<file path="config.mk">
export PLATFORM = sky130hd
export DESIGN_NAME = tiny_cpu_top
export DESIGN_NICKNAME = d
export VERILOG_FILES = /design/src/rtl/cpu_pkg.sv /design/src/rtl/exec_if.sv /design/src/rtl/fetch_if.sv /design/src/rtl/tiny_cpu_top.sv /design/src/rtl/cpu_datapath.sv /design/src/rtl/control_unit.sv /design/src/rtl/program_memory.sv
export VERILOG_INCLUDE_DIRS = /design/src /design/src/rtl
export SDC_FILE = /design/constraint.sdc
export NUM_CORES = 1
export LEC_CHECK = 0
export ABC_CLOCK_PERIOD_IN_PS = 10080
export BUFFER_PORTS_ARGS = -buffer_cell sky130_fd_sc_hd__buf_2
export CAP_MARGIN = 15
export CORE_MARGIN = 1.5
export CORE_UTILIZATION = 40
export CTS_CLUSTER_SIZE = 28
export DETAILED_ROUTE_END_ITERATION = 12
export GPL_ROUTABILITY_DRIVEN = 0
export PLACE_DENSITY = 0.64
export SYNTH_ARGS = -nofsm -noshare
export SYNTH_HDL_FRONTEND = slang
export SYNTH_HIERARCHICAL = 1
export SYNTH_SLANG_ARGS = --single-unit
</file>
<file path="constraint.sdc">
create_clock -name clk -period 10.08 [get_ports clk]
set_input_delay 0.504 -clock clk [delete_from_list [all_inputs] [get_ports clk]]
set_output_delay 0.504 -clock clk [all_outputs]
set_load 0.01 [all_outputs]
</file>
<file path="src/rtl/cpu_params.svh">
// widths, program depth and host pin map of the tiny cpu
// the uio_in bit positions must match what the host drives
// the mode field value 01 requests a host write, other values are idle

`ifndef CPU_PARAMS_SVH
`define CPU_PARAMS_SVH

////////////////////
// datapath widths
////////////////////

`define CPU_DATA_W      8
`define CPU_ADDR_W      4
`define CPU_NIBBLE_W    4

// one word per address, so depth is 2**CPU_ADDR_W
`define CPU_RAM_DEPTH   16

////////////////////
// uio_in control bits
////////////////////

// high runs the core
`define CPU_UIO_ON_BIT  7
// low requests a clear of all state
`define CPU_UIO_RUN_BIT 6
// mode field, 01 writes ui_in to memory while halted
`define CPU_UIO_MODE_HI 5
`define CPU_UIO_MODE_LO 4

`endif
</file>
<file path="src/rtl/cpu_pkg.sv">
// shared types of the tiny cpu
// opcodes live in the upper nibble of an instruction word
// codes 12 to 15 are not named and decode as no-ops

`include "cpu_params.svh"

package cpu_pkg;

  ////////////////////
  // vector types
  ////////////////////

  typedef logic [`CPU_DATA_W-1:0]   data_t;
  typedef logic [`CPU_ADDR_W-1:0]   addr_t;
  typedef logic [`CPU_NIBBLE_W-1:0] nibble_t;

  ////////////////////
  // instruction set
  ////////////////////

  typedef enum logic [3:0] {
    OP_NOP    = 4'd0,
    OP_LDA_LO = 4'd1,
    OP_LDA_HI = 4'd2,
    OP_LDB_LO = 4'd3,
    OP_LDB_HI = 4'd4,
    OP_LDC_LO = 4'd5,
    OP_LDC_HI = 4'd6,
    OP_ADD    = 4'd7,
    OP_SUB    = 4'd8,
    OP_MUL    = 4'd9,
    OP_OUT    = 4'd10,
    OP_IN     = 4'd11
  } opcode_t;

  // REG_NONE turns IN and OUT into no-ops
  typedef enum logic [1:0] {
    REG_A    = 2'd0,
    REG_B    = 2'd1,
    REG_C    = 2'd2,
    REG_NONE = 2'd3
  } reg_sel_t;

  // operations handed from the control unit to the datapath
  typedef enum logic [2:0] {
    EX_NONE    = 3'd0,
    EX_LOAD_LO = 3'd1,
    EX_LOAD_HI = 3'd2,
    EX_ADD     = 3'd3,
    EX_SUB     = 3'd4,
    EX_MUL     = 3'd5,
    EX_OUT     = 3'd6,
    EX_IN      = 3'd7
  } exec_op_t;

endpackage

</file>
<file path="src/rtl/exec_if.sv">
// execute commands from the control unit to the datapath
// op is EX_NONE whenever the core is halted or clearing

interface exec_if;

  cpu_pkg::exec_op_t op;

  // destination for loads and IN, source for OUT
  cpu_pkg::reg_sel_t sel;

  cpu_pkg::nibble_t imm;

  // synchronous wipe of registers and output
  logic clear;

  modport ctrl (
    output op,
    output sel,
    output imm,
    output clear
  );

  modport dp (
    input op,
    input sel,
    input imm,
    input clear
  );

endinterface

</file>
<file path="src/rtl/fetch_if.sv">
// link between the control unit and the program memory
// all signals are plain levels sampled on the rising clock edge
// advance and load_en are never high together

interface fetch_if;

  // word at the current program counter
  cpu_pkg::data_t instr;

  // step the counter on this edge
  logic advance;

  // host write of ui_in at load_addr
  logic           load_en;
  cpu_pkg::addr_t load_addr;

  // zero the counter and every memory word
  logic clear;

  modport ctrl (
    input  instr,
    output advance,
    output load_en,
    output load_addr,
    output clear
  );

  modport mem (
    output instr,
    input  advance,
    input  load_en,
    input  load_addr,
    input  clear
  );

endinterface

</file>
<file path="src/rtl/tiny_cpu_top.sv">
// pin level top of the tiny cpu
// ui_in is both the program write data and the IN source
// uio pins are inputs only, uio_out and uio_oe stay at 0
// ena is not used, the core is controlled through uio_in alone

module tiny_cpu_top (
  input  cpu_pkg::data_t ui_in,
  output cpu_pkg::data_t uo_out,
  input  cpu_pkg::data_t uio_in,
  output cpu_pkg::data_t uio_out,
  output cpu_pkg::data_t uio_oe,
  input  logic           ena,
  input  logic           clk,
  input  logic           arst_n
);

  ////////////////////
  // internal buses
  ////////////////////

  fetch_if fetch_bus ();
  exec_if  exec_bus ();

  ////////////////////
  // fetch and memory
  ////////////////////

  program_memory u_program_memory (
    .clk    (clk),
    .arst_n (arst_n),
    .wdata  (ui_in),
    .fetch  (fetch_bus.mem)
  );

  ////////////////////
  // control
  ////////////////////

  control_unit u_control_unit (
    .host_ctrl (uio_in),
    .fetch     (fetch_bus.ctrl),
    .exec      (exec_bus.ctrl)
  );

  ////////////////////
  // registers and alu
  ////////////////////

  cpu_datapath u_cpu_datapath (
    .clk      (clk),
    .arst_n   (arst_n),
    .in_data  (ui_in),
    .exec     (exec_bus.dp),
    .out_data (uo_out)
  );

  // bidirectional pins are always inputs
  assign uio_out = '0;
  assign uio_oe  = '0;

endmodule

</file>
<file path="src/rtl/cpu_datapath.sv">
// registers A, B, C, the alu and the output register
// every result is registered on the edge that executes it
// alu results are kept modulo 256, no carry or flags
// a register select of REG_NONE writes and outputs nothing

`include "cpu_params.svh"

module cpu_datapath (
  input  logic           clk,
  input  logic           arst_n,
  input  cpu_pkg::data_t in_data,
  exec_if.dp             exec,
  output cpu_pkg::data_t out_data
);

  cpu_pkg::data_t reg_a;
  cpu_pkg::data_t reg_b;
  cpu_pkg::data_t reg_c;
  cpu_pkg::data_t out_q;

  cpu_pkg::data_t sel_value;
  cpu_pkg::data_t wr_data;
  logic           wr_en;
  logic           out_en;

  ////////////////////
  // operand select
  ////////////////////

  always_comb begin
    case (exec.sel)
      cpu_pkg::REG_A: sel_value = reg_a;
      cpu_pkg::REG_B: sel_value = reg_b;
      cpu_pkg::REG_C: sel_value = reg_c;
      default:        sel_value = '0;
    endcase
  end

  ////////////////////
  // alu and write data
  ////////////////////

  always_comb begin
    wr_en   = 1'b0;
    wr_data = '0;
    case (exec.op)
      // nibble loads keep the other half of the register
      cpu_pkg::EX_LOAD_LO: begin
        wr_en   = 1'b1;
        wr_data = {sel_value[`CPU_DATA_W-1:`CPU_NIBBLE_W], exec.imm};
      end
      cpu_pkg::EX_LOAD_HI: begin
        wr_en   = 1'b1;
        wr_data = {exec.imm, sel_value[`CPU_NIBBLE_W-1:0]};
      end
      cpu_pkg::EX_ADD: begin
        wr_en   = 1'b1;
        wr_data = reg_a + reg_b;
      end
      cpu_pkg::EX_SUB: begin
        wr_en   = 1'b1;
        wr_data = reg_a - reg_b;
      end
      // 8 bit context keeps only the low byte of the product
      cpu_pkg::EX_MUL: begin
        wr_en   = 1'b1;
        wr_data = reg_a * reg_b;
      end
      cpu_pkg::EX_IN: begin
        wr_en   = 1'b1;
        wr_data = in_data;
      end
      default: ;
    endcase
  end

  assign out_en = (exec.op == cpu_pkg::EX_OUT) && (exec.sel != cpu_pkg::REG_NONE);

  ////////////////////
  // register file
  ////////////////////

  always_ff @(posedge clk or negedge arst_n) begin
    if (!arst_n) begin
      reg_a <= '0;
      reg_b <= '0;
      reg_c <= '0;
      out_q <= '0;
    end else if (exec.clear) begin
      reg_a <= '0;
      reg_b <= '0;
      reg_c <= '0;
      out_q <= '0;
    end else begin
      if (wr_en) begin
        case (exec.sel)
          cpu_pkg::REG_A: reg_a <= wr_data;
          cpu_pkg::REG_B: reg_b <= wr_data;
          cpu_pkg::REG_C: reg_c <= wr_data;
          default: ;
        endcase
      end
      if (out_en) begin
        out_q <= sel_value;
      end
    end
  end

  assign out_data = out_q;

endmodule

</file>
<file path="src/rtl/control_unit.sv">
// host pin and instruction decode, purely combinational
// clear (uio_in[6] low) wins over run, host write and execute
// IN and OUT take their register from the operand nibble,
// operand values above 2 select no register

`include "cpu_params.svh"

module control_unit (
  input  cpu_pkg::data_t host_ctrl,
  fetch_if.ctrl          fetch,
  exec_if.ctrl           exec
);

  ////////////////////
  // host control fields
  ////////////////////

  logic       on_req;
  logic       clear_req;
  logic [1:0] mode;
  logic       run;

  assign on_req    = host_ctrl[`CPU_UIO_ON_BIT];
  assign clear_req = !host_ctrl[`CPU_UIO_RUN_BIT];
  assign mode      = {host_ctrl[`CPU_UIO_MODE_HI], host_ctrl[`CPU_UIO_MODE_LO]};
  assign run       = on_req && !clear_req;

  assign fetch.clear     = clear_req;
  assign exec.clear      = clear_req;
  assign fetch.advance   = run;
  // mode 01 is a host write, only honoured while halted
  assign fetch.load_en   = !on_req && !clear_req && (mode == 2'b01);
  assign fetch.load_addr = host_ctrl[`CPU_ADDR_W-1:0];

  ////////////////////
  // instruction decode
  ////////////////////

  cpu_pkg::opcode_t  opcode;
  cpu_pkg::nibble_t  operand;
  cpu_pkg::reg_sel_t operand_sel;

  assign opcode   = cpu_pkg::opcode_t'(fetch.instr[`CPU_DATA_W-1:`CPU_NIBBLE_W]);
  assign operand  = fetch.instr[`CPU_NIBBLE_W-1:0];
  assign exec.imm = operand;

  // register named by the operand of IN and OUT
  always_comb begin
    case (operand)
      4'd0:    operand_sel = cpu_pkg::REG_A;
      4'd1:    operand_sel = cpu_pkg::REG_B;
      4'd2:    operand_sel = cpu_pkg::REG_C;
      default: operand_sel = cpu_pkg::REG_NONE;
    endcase
  end

  always_comb begin
    exec.op  = cpu_pkg::EX_NONE;
    exec.sel = cpu_pkg::REG_NONE;
    if (run) begin
      case (opcode)
        cpu_pkg::OP_LDA_LO: begin
          exec.op  = cpu_pkg::EX_LOAD_LO;
          exec.sel = cpu_pkg::REG_A;
        end
        cpu_pkg::OP_LDA_HI: begin
          exec.op  = cpu_pkg::EX_LOAD_HI;
          exec.sel = cpu_pkg::REG_A;
        end
        cpu_pkg::OP_LDB_LO: begin
          exec.op  = cpu_pkg::EX_LOAD_LO;
          exec.sel = cpu_pkg::REG_B;
        end
        cpu_pkg::OP_LDB_HI: begin
          exec.op  = cpu_pkg::EX_LOAD_HI;
          exec.sel = cpu_pkg::REG_B;
        end
        cpu_pkg::OP_LDC_LO: begin
          exec.op  = cpu_pkg::EX_LOAD_LO;
          exec.sel = cpu_pkg::REG_C;
        end
        cpu_pkg::OP_LDC_HI: begin
          exec.op  = cpu_pkg::EX_LOAD_HI;
          exec.sel = cpu_pkg::REG_C;
        end
        // alu results always land in C
        cpu_pkg::OP_ADD: begin
          exec.op  = cpu_pkg::EX_ADD;
          exec.sel = cpu_pkg::REG_C;
        end
        cpu_pkg::OP_SUB: begin
          exec.op  = cpu_pkg::EX_SUB;
          exec.sel = cpu_pkg::REG_C;
        end
        cpu_pkg::OP_MUL: begin
          exec.op  = cpu_pkg::EX_MUL;
          exec.sel = cpu_pkg::REG_C;
        end
        cpu_pkg::OP_OUT: begin
          exec.op  = cpu_pkg::EX_OUT;
          exec.sel = operand_sel;
        end
        cpu_pkg::OP_IN: begin
          exec.op  = cpu_pkg::EX_IN;
          exec.sel = operand_sel;
        end
        // NOP and the unused codes 12 to 15
        default: ;
      endcase
    end
  end

endmodule

</file>
<file path="src/rtl/program_memory.sv">
// 16 word program store with its program counter
// read is combinational, writes, clears and steps take one edge
// the counter wraps from the last address back to 0
// host writes are only issued by the control unit while halted

`include "cpu_params.svh"

module program_memory (
  input  logic           clk,
  input  logic           arst_n,
  input  cpu_pkg::data_t wdata,
  fetch_if.mem           fetch
);

  ////////////////////
  // storage
  ////////////////////

  cpu_pkg::data_t mem [`CPU_RAM_DEPTH];
  cpu_pkg::addr_t pc;

  // instruction fetch
  assign fetch.instr = mem[pc];

  ////////////////////
  // program counter
  ////////////////////

  always_ff @(posedge clk or negedge arst_n) begin
    if (!arst_n) begin
      pc <= '0;
    end else if (fetch.clear) begin
      pc <= '0;
    end else if (!fetch.load_en && fetch.advance) begin
      // natural overflow gives the 15 -> 0 wrap
      pc <= pc + cpu_pkg::addr_t'(1);
    end
  end

  ////////////////////
  // memory words
  ////////////////////

  // the clear pin must wipe the whole program, so every word is reset
  always_ff @(posedge clk or negedge arst_n) begin
    if (!arst_n) begin
      mem <= '{default: '0};
    end else if (fetch.clear) begin
      mem <= '{default: '0};
    end else if (fetch.load_en) begin
      mem[fetch.load_addr] <= wdata;
    end
  end

endmodule

</file>
After elaboration in Yosys (flattened, before gate mapping)

Cells that the tools add are included.

Add/subtract/negate cells: 3
Multipliers: 1
Order comparisons: 3
Equal/unequal tests: 31
Mux-type cells: 29
Bitwise operators: 2
Reduce and logical (&&, ||, !) cells: 20

Operators with widths:

| operator           | count |
|---|---|
| $mux 128           | 2 |
| $bwmux 128         | 1 |
| $mux 8             | 14 |
| $pmux 8 s6         | 1 |
| $bmux 8 s4         | 1 |
| $demux 8 s4        | 1 |
| $pmux 8 s3         | 1 |
| $pmux 3 s7         | 1 |
| $eq 4x3->1 const B | 4 |
| $eq 4x4->1 const B | 4 |
| $ne 2x1->1 const B | 7 |
| $eq 3x3->1 const B | 4 |
| $eq 4x2->1 const B | 3 |
| $ge 5x5->1 const B | 2 |
| $not 4->5          | 2 |
| $add 8x8->8        | 1 |
| $eq 4x1->1 const B | 2 |
| $mul 8x8->8        | 1 |
| $mux 4             | 2 |
| $pmux 2 s4         | 1 |
| $sub 8x8->8        | 1 |
| $eq 3x2->1 const B | 2 |
| $logic_and 1x1->1  | 6 |
| $pmux 2 s3         | 1 |
| 17 further kinds   | 24 |

Bits in registers: 164
Bits of input ports: 19
Output and inout port bits: 24
Word-level logic and storage cells: 110

Logic depth before layout (Yosys ltp)

Word-level depth: 14
Gate-level depth with buffers: 20
Gate-level depth less buffers: 16

Modules after synthesis

The synthesis kept the hierarchy.

By module, submodules not included:

| module         | instances | cells each | area an instance (sq um) | sequential area each (sq um) |
|---|---|---|---|---|
| program_memory | 1         | 702        | 6,782.8                  | 3,303.2 |
| cpu_datapath   | 1         | 378        | 3,233.1                  | 800.8 |
| control_unit   | 1         | 31         | 206.4                    | 0.0 |
| tiny_cpu_top   | 1         | 17         | 123.9                    | 0.0 |

Least setup slack after synthesis

No wires, ideal clock.

Path kind: register to register
From: register u_cpu_datapath.reg_b[4]
To: register u_cpu_datapath.reg_a[7]
Setup time: 140 ps
Arrival: 4,172 ps
Data required time: 9,940 ps
Slack: 5,768 ps
Cell stages (with the launch flop): 16
Path buffers: 1
Period minus slack after synthesis: 4,312 ps
Path through: dfrtp_1 clkbuf_1 nand2_1 fa_1 fa_1 inv_1 fa_1 inv_1 fa_1 inv_1 ha_1 a21oi_1 xnor3_1 xnor3_1 a221oi_2 a211oi_1

Longest elaborated chain between the ends: 5
Elaborated cells between the ends (all ways): 7
Classes of those cells: add/sub: 2; mul: 1; mux: 4

RTL lines:

| what                                      | line               | source |
|---|---|---|
| start: declaration                        | cpu_datapath.sv:17 | `cpu_pkg::data_t reg_b;` |
| start signal: assignment                  | cpu_datapath.sv:98 | `cpu_pkg::REG_B: reg_b <= wr_data;` |
| $mul 8x8->8, or another cell as far along | cpu_datapath.sv:67 | `wr_data = reg_a * reg_b;` |
| $pmux 8 s6 *                              | cpu_datapath.sv:46 | `case (exec.op)` |
| $mux 8 *                                  | cpu_datapath.sv:96 | `case (exec.sel)` |
| $mux 8 *                                  | cpu_datapath.sv:95 | `if (wr_en) begin` |
| $mux 8 *                                  | cpu_datapath.sv:89 | `end else if (exec.clear) begin` |
| end signal: assignment                    | cpu_datapath.sv:97 | `cpu_pkg::REG_A: reg_a <= wr_data;` |
| end: declaration                          | cpu_datapath.sv:16 | `cpu_pkg::data_t reg_a;` |

Every way passes the cells marked *; elsewhere a longest branch is shown, timed or not. The select of a mux whose other input is x is not followed.
A chain may end at the register's enable or synchronous reset.

Worst setup path in the final report

From: register u_program_memory.pc[0]
To: register u_cpu_datapath.reg_c[7]

Elaborated cells between the ends (all ways): 48
Classes of those cells: eq/ne: 23; mux: 14; bitwise: 1; reduce/logical: 10

RTL lines:

| what                                                 | line                                   | source |
|---|---|---|
| start: declaration                                   | program_memory.sv:20                   | `cpu_pkg::addr_t pc;` |
| start signal: assignment                             | program_memory.sv:36                   | `pc <= pc + cpu_pkg::addr_t'(1);` |
| $not 4->5 (not written as such) *                    | program_memory.sv:23                   | `assign fetch.instr = mem[pc];` |
| $bmux 8 s4 *                                         | program_memory.sv:23                   |  |
| $mux 8 (not written as such) * (2 in series)         | program_memory.sv:23                   |  |
| named net fetch_bus.instr[7]                         | fetch_if.sv:8                          | `cpu_pkg::data_t instr;` |
| $eq 4x2->1, or another cell as far along             | control_unit.sv:61                     | `case (opcode)` |
| $reduce_or 3->1 (no line)                            | n/a                                    |  |
| $pmux 3 s7 *                                         | control_unit.sv:61                     |  |
| $mux 3 *                                             | control_unit.sv:60                     | `if (run) begin` |
| named net exec_bus.op[1]                             | exec_if.sv:6                           | `cpu_pkg::exec_op_t op;` |
| $eq 3x3->1, or another cell as far along             | cpu_datapath.sv:46                     |  |
| $pmux 8 s6 / $reduce_or 6->1 (equally long branches) | n/a                                    |  |
| $mux 8 / $mux 1 (equally long branches)              | cpu_datapath.sv:96, cpu_datapath.sv:46 |  |
| $mux 8 / $ne 2x1->1 (equally long branches)          | n/a                                    |  |
| $mux 8 / $reduce_and 2->1 (equally long branches)    | n/a                                    |  |
| end signal: assignment                               | cpu_datapath.sv:99                     | `cpu_pkg::REG_C: reg_c <= wr_data;` |
| end: declaration                                     | cpu_datapath.sv:18                     | `cpu_pkg::data_t reg_c;` |

The timed path passes the listed nets; every way through them passes the cells marked *. The select of a mux whose other input is x is not followed.

==> flow_summary_export.csv <==
group,metric,value,unit
power,p_sw,429,uW
critical_path,crit_end,"u_cpu_datapath/reg_c[7]",
final_layout,multi_input_area,0.00543,mm2
timing,rsz0062_at_grt,"false",
die,die_w,164,um
power,pwr-share-seq,0.453,
clock_network,root_buffer,"clkbuf_16",
power,peakVddDrop,0.107,mV
outcome,outcome,"finished, final reports clean",
yosys,synth.most_common_cell,"dfrtp_1",
timing,maxSlewHeadroom,0.208,
critical_path,cp.arrival,5.71,ns
timing,min_period,5.44,ns
die,dieArea,0.0268,mm2
drt,wirelength,29.5,mm
die,core-area,0.0253,mm2
timing,finalSetupTns,0,ns
timing,worst_pin_slew,1.19,ns
timing,hold_ws,0.161,ns
critical_path,path_class,"flip-flop to flip-flop",
power,power_leakage,4.55,nW
critical_path,rrSetupSlack,4.64,ns
clock_network,max-clock-path-buffers,2,
power,clock_power_share,0.485,
power,p_sw_frac,0.295,
clock_network,cts.sinks,164,
final_layout,seq_area,0.00411,mm2
grt,antenna_found_initial,1,
yosys,synth_largest_area_cell,"dfrtp_1",
yosys,netlist.area_leader.share,0.397,
yosys,ys_seq_area_frac,0.397,
clock_network,hold_buffers,0,
die,rows,58,
placement,io_buffers,25,
timing,setup_viol,0,
clock_network,numCtsBuffers,17,
power,internal_power,1.03,mW
grt,grt_pass1_wl,47.1,mm
drt,vias,8598,
timing,fin_worst_skew,0.0241,ns
timing,drv_slew,0,
yosys,synth_flop_cell,"dfrtp_1",
drt,drt-pass1-iter-count,6,
drt,viasPerCell,6.12,
yosys,synth_commonest_cells,"164 x dfrtp_1, 150 x o21ai_0, 145 x a21oi_1",
flow_run,drv_cap,0,
final_layout,drive_above_1_share,0.113,
clock_network,clk_latency,0.45,ns
power,p_per_area,132,mW/mm2
timing,fmax,0.184,GHz
timing,hold_viol_final,0,
clock_network,cts_post_setup_buffers_inserted,0,
critical_path,startpoint,"u_program_memory/pc[0]",
yosys,synth-seq-cells,164,
critical_path,required,10.35,ns
hold_path,hp-class,"primary input to asynchronous set/reset pin",
final_layout,syn_to_final_growth,6.36,%
critical_path,timing.rr.end,"u_cpu_datapath/reg_c[7]",
clock_network,post_cts_resized,0,
yosys,yosys_warnings,6,
critical_path,reg2reg_from,"u_program_memory/pc[0]",
grt,grt_pass1_vias,8474,
die,io_pins,43,
yosys,async_reset_ff_frac,1.00,
critical_path,rr_worst_depth,17,
critical_path,worstPathMaxFanout,35,
drt,drc,0,
grt,overflow,0,
final_layout,nets,1120,
placement,hpwl,16.7,mm
final_layout,nFillCells,2452,
yosys,synth_cells,1128,
drt,wl_per_cell,21.0,um
grt,grt_usage,0.226,
critical_path,cp-end-kind,"flip-flop",
power,combPwrFrac,0.062,
yosys,synth_area_leaders,"dfrtp_1 40%, o21ai_0 7.3%, a21oi_1 7.0%",
yosys,synthDistinctLibCells,68,
yosys,syn_area,0.0103,mm2
grt,grt_max_degree,101,
die,fp.dieH,164,um
die,start_util,0.410,
yosys,synth_area_per_cell,9.17,um2
drt,first_iter_violations,1007,
clock_network,cts_tree,"done",
yosys,synth_edf_count,0,
drt,ant_nets,0,
critical_path,cp-start-kind,"flip-flop",
clock_network,clk_pin_slew,0.08,ns
timing,fin_crit_sh,0.540,
clock_network,cts_max_level,4,
## sequential cells by signal, summed over array words and instances (netlist names)
register / cells
u_program_memory/mem: 128
u_program_memory/pc: 4
u_cpu_datapath/reg_a: 8
u_cpu_datapath/reg_b: 8
u_cpu_datapath/reg_c: 8
u_cpu_datapath/out_data: 8
## power groups by stage
stage          Combinational (mW)  Sequential, mW  Clock [mW]
6_report                   0.0909           0.660       0.706
5_1_grt                    0.0983           0.660       0.745
4_1_cts                    0.0905           0.660       0.717
3_5_place_dp               0.0903           0.673           0
3_3_place_gp               0.0906           0.673           0
2_1_floorplan              0.0627           0.673           0
## worst min path at each step
stage                                 start                         end
detailed placement  u_cpu_datapath/reg_c[6]     u_cpu_datapath/reg_c[6]
finish                               arst_n    u_program_memory/mem[10]
global route                         arst_n    u_program_memory/mem[10]
floorplan                            arst_n  u_cpu_datapath/out_data[0]
global placement    u_cpu_datapath/reg_c[5]     u_cpu_datapath/reg_c[5]
CTS                                  arst_n  u_cpu_datapath/out_data[6]
## critical path: stages (launching register included)
cell      delay, ns
dfrtp_2        0.34
buf_4          0.57
mux4_4         0.72
a22oi_1        0.31
nand2_1        0.21
o21ai_0        0.19
nand2_1        0.07
o211a_1        0.32
nor3b_4        0.50
mux2_2         0.42
inv_1          0.06
ha_1           0.21
nor2b_1        0.14
o211ai_1       0.27
a32oi_1        0.18
xnor2_1        0.18
a221oi_2       0.42
a211oi_1       0.13
## cell usage in the layout, fill, tap and decap left out, drive strengths merged, types with 10 or more instances in the layout
master,count
mux2i,16
mux4,33
o21ai,153
conb,16
nor2,49
a22oi,17
and2,14
inv,48
nand2,46
fa,13
a22o,15
nor3,10
xnor2,19
ha,26
nor2b,12
clkbuf,17
nand3,138
a21oi,145
buf,42
dfrtp,164
## through the flow
stage	instances	cell area, um2	utilization	worst slack, ns	power (mW)
final	1406	11000	0.436	4.64	1.46
after global routing	1406	11000	0.436	4.12	1.50
after CTS	1405	11000	0.436	4.71	1.47
after detailed placement	1373	10400	0.410	4.74	0.763
after global placement	1373	10400	0.410	4.72	0.763
after floorplan	1143	10400	-	5.77	0.735
## logic make-up (layout without fill, tap and decap cells)
family	Yosys count	after routing	share of synthesized area
XOR/XNOR	25	25	0.0238
other	1	17	0.000362
adder cells (fa/ha/maj)	39	39	0.0566
AND/OR/NAND/NOR	311	311	0.153
buffers and inverters	180	112	0.0866
AO/OA/AOI/OAI	358	358	0.191
flip-flops	164	164	0.397
multiplexers	50	50	0.0915
## layer usage
| layer | GRT usage | up-vias | wire, um |
|---|---|---|---|
| li1 | - | 3859 | - |
| met1 | 0.318 | 4310 | 13000 |
| met2 | 0.342 | 377 | 13600 |
| met3 | 0.0470 | 52 | 2240 |
| met4 | 0.0847 | 0 | 683 |
| met5 | 0 | - | 0 |
## layout make-up
| class | count | area share |
|---|---|---|
| Multi-Input combinational cell | 799 | 0.493 |
| Clock inverter | 15 | 0.0204 |
| Tap cell | 330 | 0.0375 |
| Timing Repair Buffer | 42 | 0.0235 |
| Clock buffer | 17 | 0.0387 |
| Antenna cell | 1 | 0.000227 |
| Inverter | 38 | 0.0132 |
| Sequential cell | 164 | 0.373 |
Power figures use the tool's default switching activity.
